File: src/common/intr_cfg.svh
/*
 * interrupt block configuration
 * word addresses and widths of the local I/O bus
 */
`ifndef INTR_CFG_SVH
`define INTR_CFG_SVH

// bus widths, address is the word address (byte bits 15:2)
`define INTR_ADR_W  14
`define INTR_DATA_W 32

// interrupter registers
`define SYS_INT_ENABLE 14'h3E80
`define SYS_INT_STATUS 14'h3E81

// compare-match timer registers
// ctrl bit 0 runs the timer
`define SYS_TMR_CTRL  14'h3E90
`define SYS_TMR_CMP   14'h3E91
// read only
`define SYS_TMR_COUNT 14'h3E92

`endif

File: src/common/io_pkg.sv
/*
 * local I/O bus types
 * request struct shared by every device on the bus, plus interrupt source bits
 */
`include "intr_cfg.svh"

package io_pkg;

	// register field types
	typedef logic [`INTR_ADR_W-1:0]  io_adr_t;
	typedef logic [`INTR_DATA_W-1:0] io_data_t;

	// one cycle of bus request
	// write lands at the edge, read data comes one cycle after radr_en
	typedef struct packed {
		logic     we;
		io_adr_t  wadr;
		io_data_t wdata;
		io_adr_t  radr;
		logic     radr_en;
	} io_req_t;

	// interrupt sources, same layout as enable and status registers
	typedef struct packed {
		logic int0;
		logic tmr;
	} int_src_t;

endpackage

File: src/source/pulse_sync.sv
/*
 * level synchronizer with rising-edge one-shot
 * two flops against metastability, a third one for the edge
 */
`timescale 1ns/1ps

module pulse_sync (
	input  logic clk,
	input  logic rst_n,
	input  logic async_in,
	output logic pulse
);

	logic sync_1;
	logic sync_2;
	logic sync_3;

	// shift the pin level through the chain
	always_ff @(posedge clk or negedge rst_n) begin
		if (!rst_n) begin
			sync_1 <= 1'b0;
			sync_2 <= 1'b0;
			sync_3 <= 1'b0;
		end else begin
			sync_1 <= async_in;
			sync_2 <= sync_1;
			sync_3 <= sync_2;
		end
	end

	// high for one cycle after a low to high change
	assign pulse = sync_2 & ~sync_3;

endmodule

File: src/timer/io_timer.sv
/*
 * compare-match timer on the local I/O bus
 * free-running count, wraps to 0 and pulses when it equals compare
 */
`timescale 1ns/1ps
`include "intr_cfg.svh"

module io_timer (
	input  logic                    clk,
	input  logic                    rst_n,
	input  io_pkg::io_req_t         io_req,
	output logic [`INTR_DATA_W-1:0] rdata,
	output logic                    tmr_pulse
);
	import io_pkg::*;

	// address decode
	logic     we_ctrl;
	logic     we_cmp;
	logic     re_ctrl;
	logic     re_cmp;
	logic     re_count;

	// registers
	logic     run;
	io_data_t cmp_val;
	io_data_t count;

	// count sampled at the read strobe
	io_data_t count_snap;

	// registered read selects
	logic     rsel_ctrl;
	logic     rsel_cmp;
	logic     rsel_count;

	assign we_ctrl  = io_req.we      & (io_req.wadr == `SYS_TMR_CTRL);
	assign we_cmp   = io_req.we      & (io_req.wadr == `SYS_TMR_CMP);
	assign re_ctrl  = io_req.radr_en & (io_req.radr == `SYS_TMR_CTRL);
	assign re_cmp   = io_req.radr_en & (io_req.radr == `SYS_TMR_CMP);
	assign re_count = io_req.radr_en & (io_req.radr == `SYS_TMR_COUNT);

	// control and compare, compare comes out of reset all ones
	always_ff @(posedge clk or negedge rst_n) begin
		if (!rst_n) begin
			run     <= 1'b0;
			cmp_val <= '1;
		end else begin
			if (we_ctrl) begin
				run <= io_req.wdata[0];
			end
			if (we_cmp) begin
				cmp_val <= io_req.wdata;
			end
		end
	end

	// match pulse for the cycle where count sits on compare
	assign tmr_pulse = run & (count == cmp_val);

	// count holds its value while stopped
	always_ff @(posedge clk or negedge rst_n) begin
		if (!rst_n) begin
			count <= '0;
		end else if (tmr_pulse) begin
			count <= '0;
		end else if (run) begin
			count <= count + 1'b1;
		end
	end

	// read returns the count of the strobe cycle
	always_ff @(posedge clk) begin
		if (re_count) begin
			count_snap <= count;
		end
	end

	always_ff @(posedge clk or negedge rst_n) begin
		if (!rst_n) begin
			rsel_ctrl  <= 1'b0;
			rsel_cmp   <= 1'b0;
			rsel_count <= 1'b0;
		end else begin
			rsel_ctrl  <= re_ctrl;
			rsel_cmp   <= re_cmp;
			rsel_count <= re_count;
		end
	end

	// head of the read chain, zero when nothing of ours is selected
	always_comb begin
		rdata = '0;
		if (rsel_ctrl) begin
			rdata[0] = run;
		end else if (rsel_cmp) begin
			rdata = cmp_val;
		end else if (rsel_count) begin
			rdata = count_snap;
		end
	end

endmodule

File: src/interrupter/interrupter.sv
/*
 * machine-level interrupter
 * enable and sticky status per source, global level and its one-shot
 */
`timescale 1ns/1ps
`include "intr_cfg.svh"

module interrupter (
	input  logic                    clk,
	input  logic                    rst_n,
	input  io_pkg::io_req_t         io_req,
	input  io_pkg::int_src_t        src_pulse,
	input  logic                    csr_meie,
	input  logic [`INTR_DATA_W-1:0] rdata_in,
	output logic [`INTR_DATA_W-1:0] rdata,
	output logic                    g_interrupt,
	output logic                    g_interrupt_1shot
);
	import io_pkg::*;

	// address decode
	logic     we_enable;
	logic     we_status;
	logic     re_enable;
	logic     re_status;

	// registers
	int_src_t int_enable;
	int_src_t int_status;

	// per source set and clear requests
	int_src_t set_vec;
	int_src_t clr_vec;

	// edge detect of the global level
	logic     g_interrupt_dly;

	// registered read selects
	logic     rsel_enable;
	logic     rsel_status;

	assign we_enable = io_req.we      & (io_req.wadr == `SYS_INT_ENABLE);
	assign we_status = io_req.we      & (io_req.wadr == `SYS_INT_STATUS);
	assign re_enable = io_req.radr_en & (io_req.radr == `SYS_INT_ENABLE);
	assign re_status = io_req.radr_en & (io_req.radr == `SYS_INT_STATUS);

	// only the low two bits are kept
	always_ff @(posedge clk or negedge rst_n) begin
		if (!rst_n) begin
			int_enable <= '0;
		end else if (we_enable) begin
			int_enable <= int_src_t'(io_req.wdata[1:0]);
		end
	end

	// a pulse counts only with meie and its own enable bit
	assign set_vec = csr_meie ? int_src_t'(src_pulse & int_enable) : '0;

	// writing 0 to a status bit clears it, writing 1 leaves it alone
	assign clr_vec = we_status ? int_src_t'(~io_req.wdata[1:0]) : '0;

	// sticky status, clear wins over a set in the same cycle
	always_ff @(posedge clk or negedge rst_n) begin
		if (!rst_n) begin
			int_status <= '0;
		end else begin
			int_status <= int_src_t'((int_status | set_vec) & ~clr_vec);
		end
	end

	// global level straight from the status bits
	assign g_interrupt = |int_status;

	always_ff @(posedge clk or negedge rst_n) begin
		if (!rst_n) begin
			g_interrupt_dly <= 1'b0;
		end else begin
			g_interrupt_dly <= g_interrupt;
		end
	end

	// first cycle of the level only
	assign g_interrupt_1shot = g_interrupt & ~g_interrupt_dly;

	// read strobe this cycle, data next cycle
	always_ff @(posedge clk or negedge rst_n) begin
		if (!rst_n) begin
			rsel_enable <= 1'b0;
			rsel_status <= 1'b0;
		end else begin
			rsel_enable <= re_enable;
			rsel_status <= re_status;
		end
	end

	// last device of the read chain
	// anything not ours comes through from rdata_in
	always_comb begin
		rdata = rdata_in;
		if (rsel_enable) begin
			rdata      = '0;
			rdata[1:0] = int_enable;
		end else if (rsel_status) begin
			rdata      = '0;
			rdata[1:0] = int_status;
		end
	end

endmodule

File: src/source/intr_top.sv
/*
 * interrupt block top level
 * pin synchronizer and timer feeding the interrupter on one I/O bus
 */
`timescale 1ns/1ps
`include "intr_cfg.svh"

module intr_top (
	input  logic                    clk,
	input  logic                    rst_n,
	input  io_pkg::io_req_t         io_req,
	input  logic                    interrupt_0,
	input  logic                    csr_meie,
	output logic [`INTR_DATA_W-1:0] io_rdata,
	output logic                    g_interrupt,
	output logic                    g_interrupt_1shot
);
	import io_pkg::*;

	logic     int0_pulse;
	logic     tmr_pulse;
	int_src_t src_pulse;

	// timer read data into the chain
	io_data_t tmr_rdata;

	// external pin to one-cycle pulse
	pulse_sync int0_sync_i (
		.clk      (clk),
		.rst_n    (rst_n),
		.async_in (interrupt_0),
		.pulse    (int0_pulse)
	);

	io_timer timer_i (
		.clk       (clk),
		.rst_n     (rst_n),
		.io_req    (io_req),
		.rdata     (tmr_rdata),
		.tmr_pulse (tmr_pulse)
	);

	assign src_pulse = '{int0: int0_pulse, tmr: tmr_pulse};

	// interrupter closes the read chain
	interrupter intr_i (
		.clk               (clk),
		.rst_n             (rst_n),
		.io_req            (io_req),
		.src_pulse         (src_pulse),
		.csr_meie          (csr_meie),
		.rdata_in          (tmr_rdata),
		.rdata             (io_rdata),
		.g_interrupt       (g_interrupt),
		.g_interrupt_1shot (g_interrupt_1shot)
	);

endmodule

File: config.mk
export PLATFORM = sky130hd
export DESIGN_NAME = intr_top
export DESIGN_NICKNAME = d
export VERILOG_FILES = /design/src/common/io_pkg.sv /design/src/source/pulse_sync.sv /design/src/timer/io_timer.sv /design/src/interrupter/interrupter.sv /design/src/source/intr_top.sv
export VERILOG_INCLUDE_DIRS = /design/src /design/src/common
export SDC_FILE = /design/constraint.sdc
export NUM_CORES = 1
export LEC_CHECK = 0
export BUFFER_PORTS_ARGS = -buffer_cell sky130_fd_sc_hd__buf_2
export CORE_UTILIZATION = 30
export DETAILED_ROUTE_END_ITERATION = 10
export GPL_ROUTABILITY_DRIVEN = 0
export SLEW_MARGIN = 15
export SYNTH_ARGS = -nofsm -noshare
export SYNTH_HDL_FRONTEND = slang
export SYNTH_SLANG_ARGS = --single-unit
File: constraint.sdc
create_clock -name clk -period 2.25 [get_ports clk]
set_clock_uncertainty 0.1 [all_clocks]
set_input_delay 0 -clock clk [delete_from_list [all_inputs] [get_ports clk]]
set_output_delay 0 -clock clk [all_outputs]
set_load 0.03 [all_outputs]
Yosys cells after proc, flatten, opt, wreduce, memory -nomap -nowiden --
Cells that the tools add are included.
Storage, ports and cells: output and inout port bits 34, register bits after elaboration 110
Cells by class: reductions and logical operators 2, add/subtract/negate cells 1, multiplexer cells 10, bitwise operators 19, eq/ne operators 10
Operators by type and width (number):
- two-way mux 32 bit | 6
- equality test 14 bit, second input constant | 9
- adder 32 x 1 -> 32 bit, second input constant | 1
- equality test 32 bit | 1
- two-way mux 31 bit | 1
- AND 1 bit | 12
- AND 2 bit | 2
- two-way mux 2 bit | 2
- NOT 2 bit | 2
- NOT 1 bit | 2
- bitwise OR 2 bit | 1
- nonzero test 2 bit | 1
- OR reduction 2 bit | 1
- two-way mux 1 bit | 1

Depth between registers and ports, before layout --
Gate-level depths: netlist (run 1).
depth after elaboration 6, gate-level depth with buffers 7, depth with buffers taken out 6

Modules after synthesis --
Synthesis (run 1) repeated with hierarchy kept, for this count alone.
Unflattened totals: cells, all modules 499, area, all modules 5634.2 um2
Modules (own cells, without submodules):
- io_timer | times used 1, area each 4938.5 um2, sequential area each 2702.6 um2, cells each 424
- interrupter | times used 1, area each 606.8 um2, sequential area each 175.2 um2, cells each 71
- pulse_sync | times used 1, area each 88.8 um2, sequential area each 75.1 um2, cells each 4

Worst setup path before layout (run 1) --
Ideal clock, no wire load.
kind input port to flip-flop, start point input port io_req[6] (netlist bit), end point register timer_i.count_snap[0] (enable), path buffers 0, arrival 1.675 ns, setup time 0.393 ns, data required time 1.757 ns, stages 5, setup slack 0.082 ns, path through nor4b_1 -> nand4_1 -> or2_2 -> nor2_1 -> and3_1
On the way: longest elaborated chain between the ends 2
RTL lines:
- start: declaration | line intr_top.sv:11 | input io_pkg::io_req_t io_req,
- equality test 14 bit (no source line)
- AND 1 bit | line io_timer.sv:41 | assign re_count = io_req.radr_en & (io_req.radr == `SYS_TMR_COUNT);
- named net timer_i.re_count | line io_timer.sv:22 | logic re_count;
- end signal: assignment | line io_timer.sv:75 | count_snap <= count;
- end: declaration | line io_timer.sv:30 | io_data_t count_snap;
The timed path passes the listed nets, and every way through them passes these cells. A chain may end at the register's enable or synchronous reset.

Worst setup path in the final report (run 1) --
start point input port io_req[52] (netlist bit), end point register intr_i.int_status[0] (netlist bit)
On the way: longest elaborated chain between the ends 5
RTL lines:
- equality test 14 bit (no source line)
- AND 1 bit | line interrupter.sv:43 | assign we_status = io_req.we & (io_req.wadr == `SYS_INT_STATUS);
- two-way mux 2 bit | line interrupter.sv:60 | assign clr_vec = we_status ? int_src_t'(~io_req.wdata[1:0]) : '0;
- NOT 2 bit | line interrupter.sv:67 | int_status <= int_src_t'((int_status | set_vec) & ~clr_vec);
- AND 2 bit | line interrupter.sv:67
- end signal: assignment | line interrupter.sv:67
- end: declaration | line interrupter.sv:29 | int_src_t int_status;
No other way between the ends.

==> results of run 1 <==
power by group through the flow:
stage / clock, mW / combinational [mW] / sequential (mW)
after global routing: 1.84 / 0.184 / 2.06
after floorplan: 0 / 0.0136 / 2.09
after global placement: 0 / 0.107 / 2.09
final: 1.72 / 0.165 / 2.06
after CTS: 1.78 / 0.168 / 2.06
after detailed placement: 0 / 0.110 / 2.10
synth_stat cells, types with 2 or more instances:
| cell type | n | area share (%) |
|---|---|---|
| sky130_fd_sc_hd__and4_1 | 5 | 0.83 |
| sky130_fd_sc_hd__inv_1 | 5 | 0.36 |
| sky130_fd_sc_hd__nor4b_1 | 2 | 0.33 |
| sky130_fd_sc_hd__or2_2 | 3 | 0.36 |
| sky130_fd_sc_hd__dfstp_2 | 32 | 16 |
| sky130_fd_sc_hd__mux2_2 | 5 | 1.1 |
| sky130_fd_sc_hd__a21oi_1 | 3 | 0.28 |
| sky130_fd_sc_hd__edfxtp_1 | 32 | 18 |
| sky130_fd_sc_hd__nor2_1 | 71 | 5.0 |
| sky130_fd_sc_hd__nor2b_1 | 2 | 0.24 |
| sky130_fd_sc_hd__xor2_1 | 36 | 6.0 |
| sky130_fd_sc_hd__nand2b_1 | 2 | 0.24 |
| sky130_fd_sc_hd__nor4_4 | 3 | 1.2 |
| sky130_fd_sc_hd__buf_6 | 4 | 0.85 |
| sky130_fd_sc_hd__buf_2 | 4 | 0.38 |
| sky130_fd_sc_hd__a22oi_1 | 30 | 4.3 |
| sky130_fd_sc_hd__nor3_2 | 4 | 0.76 |
| sky130_fd_sc_hd__nand3_2 | 2 | 0.38 |
| sky130_fd_sc_hd__nor3_1 | 6 | 0.57 |
| sky130_fd_sc_hd__dfrtp_1 | 46 | 22 |
| sky130_fd_sc_hd__nand2_1 | 16 | 1.1 |
| sky130_fd_sc_hd__mux2_1 | 30 | 6.4 |
| sky130_fd_sc_hd__nor4_1 | 6 | 0.71 |
| sky130_fd_sc_hd__nand4_1 | 14 | 1.7 |
| sky130_fd_sc_hd__clkbuf_1 | 14 | 0.99 |
| sky130_fd_sc_hd__and3_1 | 5 | 0.59 |
| sky130_fd_sc_hd__xnor2_1 | 26 | 4.3 |
| sky130_fd_sc_hd__nor4_2 | 4 | 0.95 |
| sky130_fd_sc_hd__nand3_1 | 12 | 1.1 |
| sky130_fd_sc_hd__and2_1 | 3 | 0.36 |
cell families (layout without fill, tap and decap cells):
logic type | count (synthesis) | count (layout) | share of synthesized area, %
xor gates and xnor gates | 62 | 62 | 10.3
adders and majority gates | 1 | 1 | 0.237
DFF | 110 | 110 | 55.9
AOI/OAI and AO/OA | 40 | 40 | 5.59
buffers and inverters | 28 | 193 | 2.72
and+or+nand+nor | 168 | 168 | 17.6
muxes | 36 | 36 | 7.65
worst reg2reg max path, cell delays in order, from the launching register on:
cell and delay [ps]:
sky130_fd_sc_hd__dfrtp_1 470, sky130_fd_sc_hd__xor2_1 190, sky130_fd_sc_hd__nor4_1 320, sky130_fd_sc_hd__nand3_1 160, sky130_fd_sc_hd__nor4_4 310, sky130_fd_sc_hd__buf_4 320, sky130_fd_sc_hd__nor2_1 100
area by class of cell:
class                      instances  area, sq um
timing repair buffer             172         1230
multi-input combinational        307         2210
fill                            1661        10200
inverter                           5         18.8
tap                              225          282
sequential                       110         2950
clock buffer                      10          229
clock inverter                     6         93.8
flip-flops by register name, summed over array words and instances (netlist names):
name                    flops
timer_i.rsel_count          1
intr_i.rsel_status          1
timer_i.count              32
timer_i.cmp_val            32
int0_sync_i.sync_2          1
timer_i.rsel_cmp            1
int0_sync_i.sync_1          1
int0_sync_i.sync_3          1
intr_i.int_status           2
intr_i.rsel_enable          1
intr_i.g_interrupt_dly      1
timer_i.rsel_ctrl           1
timer_i.run                 1
intr_i.int_enable           2
timer_i.count_snap         32
repair_timing:
item | 4_1_cts | 5_1_grt
endpoints found under the setup margin | 0 | 33
hold buffers | 49 | 0
gates resized for setup | 0 | 5
endpoints found under the hold margin | 88 | 0
stage by stage:
step | worst slack [ps] | hold slack [ps] | instance area [sq um] | power (mW)
floorplan | 81.8 | -396 | 5280 | 2.11
global placement | 166 | 14.7 | 6120 | 2.20
detailed placement | 143 | 16.7 | 6120 | 2.20
CTS | 17.1 | 60.0 | 6940 | 4.00
global route | 50.8 | 69.6 | 7020 | 4.08
finish | 95.6 | 85.5 | 7020 | 3.94
how the worst max path moves through the flow:
stage | start | endpoint | slack [ps]
final | io_req[52] | intr_i.int_status[0]$_DFF_PN0_ | 100
after global routing | io_req[3] | intr_i.rsel_status$_DFF_PN0_ | 50
after CTS | io_req[13] | timer_i.count_snap[11]$_DFFE_PP_ | 20
after detailed placement | timer_i.count[3]$_DFFE_PN0P_ | timer_i.count[31]$_DFFE_PN0P_ | 140
after global placement | timer_i.count[3]$_DFFE_PN0P_ | timer_i.count[31]$_DFFE_PN0P_ | 170
after floorplan | io_req[6] | timer_i.count_snap[0]$_DFFE_PP_ | 80
layer usage:
layer / wire length, microns / up-vias
li1: - / 1903
met1: 6120 / 1990
met2: 6510 / 95
met3: 694 / 13
met4: 227 / 0
met5: 0 / -
==> impl_summary.txt, run 1 <==
----------------------------------------------------
[Run status]
  Run status ... finished, final reports clean

[Critical path]
  Critical path's most frequent cell ... sky130_fd_sc_hd__dlygate4sd3_1
  CP Depth ... 8
  FF-to-FF End ... timer_i.count[12]$_DFFE_PN0P_
  Largest stage delay, worst path ... 630 ps
  Worst Path Buf+Inv ... 3
  Worst Path Max Fanout ... 4
  Sort of element at the start of the critical path ... input pin
  Worst-path cell with the longest stage delay ... sky130_fd_sc_hd__dlygate4sd3_1
  Worst path required time ... 2400 ps
  Kind of capture point of the worst setup path ... register
  R2r setup slk ... 160 ps
  Worst setup path class ... input pin to register
  R2R Path Start ... timer_i.count[3]$_DFFE_PN0P_
  Critical path, cell by cell ... dlygate4sd3_1, buf_2, or4_4, nor4_4, dlygate4sd3_1, nand2_1, and3_1, a22o_1
  Data arrival time at the worst-slack endpoint ... between 2000 and 2500 ps
  Crit-path leading delay family ... buffers and inverters
  Worst-case reg-to-reg path depth ... 6

[Final layout]
  Nets ... 672
  Layout overhead on the synthesized area ... 32.8%
  Most common library cell in the layout ignoring fill and taps ... sky130_fd_sc_hd__buf_2
  Most frequent cells in the layout ... sky130_fd_sc_hd__buf_2 (98), sky130_fd_sc_hd__nor2_1 (70), sky130_fd_sc_hd__dlygate4sd3_1 (48), sky130_fd_sc_hd__dfrtp_1 (46), sky130_fd_sc_hd__xor2_1 (36)
  Fraction of layout instances using a drive strength above 1 ... 32.3%
  Post-layout utilization of the core ... 40.7%
  Number of antenna diodes ... 0
  Number of non-filler instances in the completed layout ... 835

[GRT]
  Highest-utilization routing layer at the global route stage ... met2
  Met3 demand-to-capacity share in global routing ... 4.50%
  GR Layer Usage met1 ... 19.6%
  Wire length of the first global-routing pass ... between 20 and 25 mm
  Total global routing overflow ... 0
  Number of global-route vias before repair ... 4,118
  Antenna violations before repair ... 0
  Pin count of the biggest net entering global routing ... 63
  Total routing resource utilization after global routing ... about 16%
  Met2 routing resource usage after global routing ... 26.0%

[Timing]
  RSZ-0062 raised after global routing ... false
  Period minus WS final ... between 2000 and 2500 ps
  Total Neg Setup Slack ... 0 ps
  Number of setup violations in the final report ... 0
  Share of the cycle needed by the critical path after routing ... 95.8%
  Max frequency ... 464 MHz
  Worst-margin pin slew ... 835 ps
  Worst rel slew slack ... 44.4%
  Final count of pins violating max slew ... 0
  Final hold violations ... 0

[Power and ir drop]
  Cell leakage power ... 3.29 nW
  Combinational Power Share ... approximately 4.2%
  PwrDens ... approximately 560 mW/mm^2
  Sw power ... 0.804 mW
  Sequential share of power ... a little over half
  Switching power share of the total ... between 20% and 30%
  Peak supply drop ... 0.389 mV
  Clock network fraction of design power ... 43.6%
  Total internal power ... 3.14 mW

[Detailed routing]
  Post-DRT Antenna Nets ... 0
  Avg WL per Cell ... 16.2 microns
  Initial DRC count ... 190
  Drt total wl ... 13.6 mm
  Iteration count of the initial detailed-routing pass ... 6
  Routed vias ... 4,001
  DRC viols ... 0
  Routed vias/inst ... 4.79

[Placement]
  HPWL after detailed placement ... 9.43 mm
  # placed instances ... 767
  Buffers added on ports ... 99

[Yosys]
  Register bit count reported by yosys ... 110
  Count of yosys warnings during synthesis ... 0
  Post-synthesis instance total ... 445
  Netlist area before placement ... 0.00528 sq mm
  Mapped Nets ... 512
  Share of the yosys chip area belonging to registers ... between 50% and 60%
  Count of cell types in the netlist ... 48
  Async set or reset register ratio after synthesis ... roughly 70%
  Number of synthesized flops with an enable pin ... 32
  Synth Flop Type ... sky130_fd_sc_hd__dfrtp_1
  Avg Synthesized Cell Area ... around 12 sq um

[Clock tree]
  Number of buffers created by CTS ... 9
  TritonCTS clock tree ... yes
  # clock sinks ... 110
  Number of buffers on the longest clock path ... 2
  Clock input transition at the sequential cells of the worst setup and hold paths ... 70 ps
  Number of setup buffers added after CTS ... 0
  Clock root buffer ... sky130_fd_sc_hd__clkbuf_16
  H-tree depth ... 3
  Skew-Pair Late Insertion Delay ... 360 ps

[Floorplanning]
  Die height ... 135 microns
  Horizontal die dimension ... 135 microns
  Initial cell density of the core ... 30.7%
  Core footprint ... 0.0172 sq mm
  Die Outline Area ... 0.0181 sq mm
  Core Rows ... 48
  Number of I/O pins ... 100

[Job]
  Max Cap Violations ... 0

[Hold path]
  Worst hold path type ... input pin to register
  Worst hold endpoint ... timer_i.rsel_count$_DFF_PN0_
  Worst hold path depth ... 3
  Hold Crit Start ... io_req[2]

----------------------------------------------------
No activity file was read; power rests on OpenSTA's default activity.
==> inputs of run 2 (changes only) <==
- CORE_UTILIZATION: 30 -> 47
- PLACE_DENSITY: unset -> 0.69
==> impl_summary.txt, run 2 (same netlist as run 1, synthesis figures left out) <==
----------------------------------------------------
[Power and ir drop]
  Sw power ... 0.722 mW (-10%)
  Total internal power ... 2.76 mW (-12%)
  Combinational Power Share ... 4.8% (+0.6 points)
  PwrDens ... 514 mW/mm^2 (-8.5%)
  Clock network fraction of design power ... 36.1% (-7.5 points)
  Sequential share of power ... 59.1% (+6.9 points)
  Switching power share of the total ... 20.7% (+0.34 points)
  Cell leakage power ... 3.23 nW (-1.8%)
  Peak supply drop ... 0.332 mV (-15%)

[Final layout]
  Most common library cell in the layout ignoring fill and taps ... sky130_fd_sc_hd__buf_2
  Number of antenna diodes ... 0 (unchanged)
  Fraction of layout instances using a drive strength above 1 ... 32.2% (-0.11 points)
  Post-layout utilization of the core ... 62.2% (+21 points)
  Largest registers ... timer_i.cmp_val (32), timer_i.count (32), timer_i.count_snap (32)
  Nets ... 671 (-0.15%)
  Most frequent cells in the layout ... sky130_fd_sc_hd__buf_2 (99), sky130_fd_sc_hd__nor2_1 (71), sky130_fd_sc_hd__dlygate4sd3_1 (49), sky130_fd_sc_hd__dfrtp_1 (44), sky130_fd_sc_hd__xor2_1 (36)
  Layout overhead on the synthesized area ... 28.1%

[Critical path]
  Worst setup endpoint ... io_rdata[31]
  Sort of element at the start of the critical path ... register
  Beginning of the critical path ... intr_i.rsel_status$_DFF_PN0_
  Worst path required time ... 2150 ps (-250 ps)
  Data arrival time at the worst-slack endpoint ... 2080 ps (-220 ps)
  Kind of capture point of the worst setup path ... output pin
  Worst setup path class ... register to output pin
  Worst Path Max Fanout ... 20 (+16)
  FF-to-FF End ... timer_i.count[30]$_DFFE_PN0P_
  R2R Path Start ... timer_i.count[5]$_DFFE_PN0P_
  R2r setup slk ... 150 ps (about the same)
  Worst-case reg-to-reg path depth ... 6 (unchanged)

[Hold path]
  Worst hold path depth ... 3 (unchanged)
  Worst hold path type ... input pin to register

[Timing]
  RSZ-0062 raised after global routing ... false
  Worst rel slew slack ... 66.4% (+22 points)
  Worst-margin pin slew ... 504 ps (-331 ps)
  Total Neg Setup Slack ... 0 ps (unchanged)
  Number of setup violations in the final report ... 0 (unchanged)
  Final hold violations ... 0 (unchanged)
  Period minus WS final ... 2180 ps (+29.8 ps)
  Final count of pins violating max slew ... 0 (unchanged)
  Share of the cycle needed by the critical path after routing ... 97.1% (+1.3 points)
  Max frequency ... 458 MHz (-1.4%)

[Floorplanning]
  Initial cell density of the core ... 48.5% (+18 points)
  Die height ... 108 microns (-20%)
  Core footprint ... 0.0109 sq mm (-37%)
  Horizontal die dimension ... 108 microns (-20%)
  Die Outline Area ... 0.0117 sq mm (-36%)
  Number of I/O pins ... 100 (unchanged)
  Core Rows ... 38 (-21%)

[GRT]
  Wire length of the first global-routing pass ... 20.8 mm (-3.8%)
  Number of global-route vias before repair ... 4,059 (-1.4%)
  Pin count of the biggest net entering global routing ... 34 (-46%)
  Total routing resource utilization after global routing ... 23.7% (+8.1 points)
  Total global routing overflow ... 0 (unchanged)
  Antenna violations before repair ... 0 (unchanged)

[Run status]
  Run status ... finished, final reports clean

[Placement]
  HPWL after detailed placement ... 8.88 mm (-5.8%)
  Buffers added on ports ... 99 (unchanged)

[Detailed routing]
  Initial DRC count ... 287 (+51%)
  Drt total wl ... 13.0 mm (-4.4%)
  DRC viols ... 0 (unchanged)
  Post-DRT Antenna Nets ... 0 (unchanged)
  Routed vias/inst ... 5.44 (+13%)
  Iteration count of the initial detailed-routing pass ... 7 (+1)
  Routed vias ... 4,072 (+1.8%)
  Avg WL per Cell ... 17.3 microns (+6.6%)

[Clock tree]
  Clock input transition at the sequential cells of the worst setup and hold paths ... 90 ps (+20 ps)
  Clock root buffer ... sky130_fd_sc_hd__clkbuf_8
  H-tree depth ... 3 (unchanged)
  Skew-Pair Late Insertion Delay ... 380 ps (+20 ps)
  Number of buffers on the longest clock path ... 2 (unchanged)
  Number of buffers created by CTS ... 9 (unchanged)
  # clock sinks ... 110 (unchanged)
  TritonCTS clock tree ... yes

[Job]
  Max Cap Violations ... 0 (unchanged)

----------------------------------------------------
==> run 2: changes by cell type in the layout (fill, tap and decap cells not counted), moves of 2 or more <==
cell / before / now
sky130_fd_sc_hd__clkbuf_8: 0 / 9
sky130_fd_sc_hd__clkbuf_16: 11 / 3
sky130_fd_sc_hd__buf_12: 2 / 4
sky130_fd_sc_hd__bufinv_16: 2 / 0
sky130_fd_sc_hd__clkinv_4: 2 / 0
sky130_fd_sc_hd__dfrtp_1: 46 / 44
sky130_fd_sc_hd__dfrtp_2: 0 / 2
==> run 2: final cells by class <==
type	instances	area [sq um]
clock buffers	13	203
clock inverters	3	18.8
fillers	864	4120
inverters	5	18.8
multi-input cells	307	2190
flip-flops and latches	110	2960
well taps	140	175
repair buffers	171	1210
==> run 2: worst min-delay path by stage <==
stage                   start                            to  slack [ps]
floorplan               rst_n  int0_sync_i.sync_1$_DFF_PN0_        -400
global placement        rst_n  int0_sync_i.sync_1$_DFF_PN0_        -160
detailed placement      rst_n  int0_sync_i.sync_1$_DFF_PN0_        -150
CTS                 io_req[2]  timer_i.rsel_count$_DFF_PN0_          30
global route        io_req[2]  timer_i.rsel_count$_DFF_PN0_          40
finish              io_req[2]  timer_i.rsel_count$_DFF_PN0_          50
==> run 2: power groups by stage <==
stage	clock network, mW	registers [mW]	logic [mW]
2_1_floorplan	0	2.09	0.0136
3_3_place_gp	0	2.09	0.108
3_5_place_dp	0	2.10	0.113
4_1_cts	1.30	2.06	0.169
5_1_grt	1.37	2.06	0.184
6_report	1.26	2.06	0.168
==> run 2: what timing repair did <==
action                                  4_1_cts  5_1_grt
endpoints found under the setup margin        0        4
setup buffers                                 0        0
resized for setup                             0        2
hold endpoints to repair                    104        0
hold buffers                                 49        0
==> run 2: routing by layer <==
metal  global-route usage (%)  part of all wire (%)
met1                     32.0                    44
met3                     5.30                   4.2
met4                     7.34                   1.8
met5                        0                     0
met2                     38.3                    50
==> run 2: critical path: stages, from the launching register on <==
cell                      delay (ps)
sky130_fd_sc_hd__dfrtp_1         430
sky130_fd_sc_hd__or3_1           620
sky130_fd_sc_hd__buf_12          260
sky130_fd_sc_hd__nor2_1          160
sky130_fd_sc_hd__buf_2           230
==> run 2: per-stage QoR <==
stage	std cells	setup WS (ps)	power, mW	instance area, sq um	hold WS [ps]
after floorplan	445	81.8	2.11	5280	-396
after detailed placement	684	131	2.21	6050	-154
after CTS	749	70.4	3.52	6770	27.8
after global routing	749	19.2	3.61	6770	37.4
final	749	65.8	3.48	6770	50.0
after global placement	684	155	2.20	6050	-159
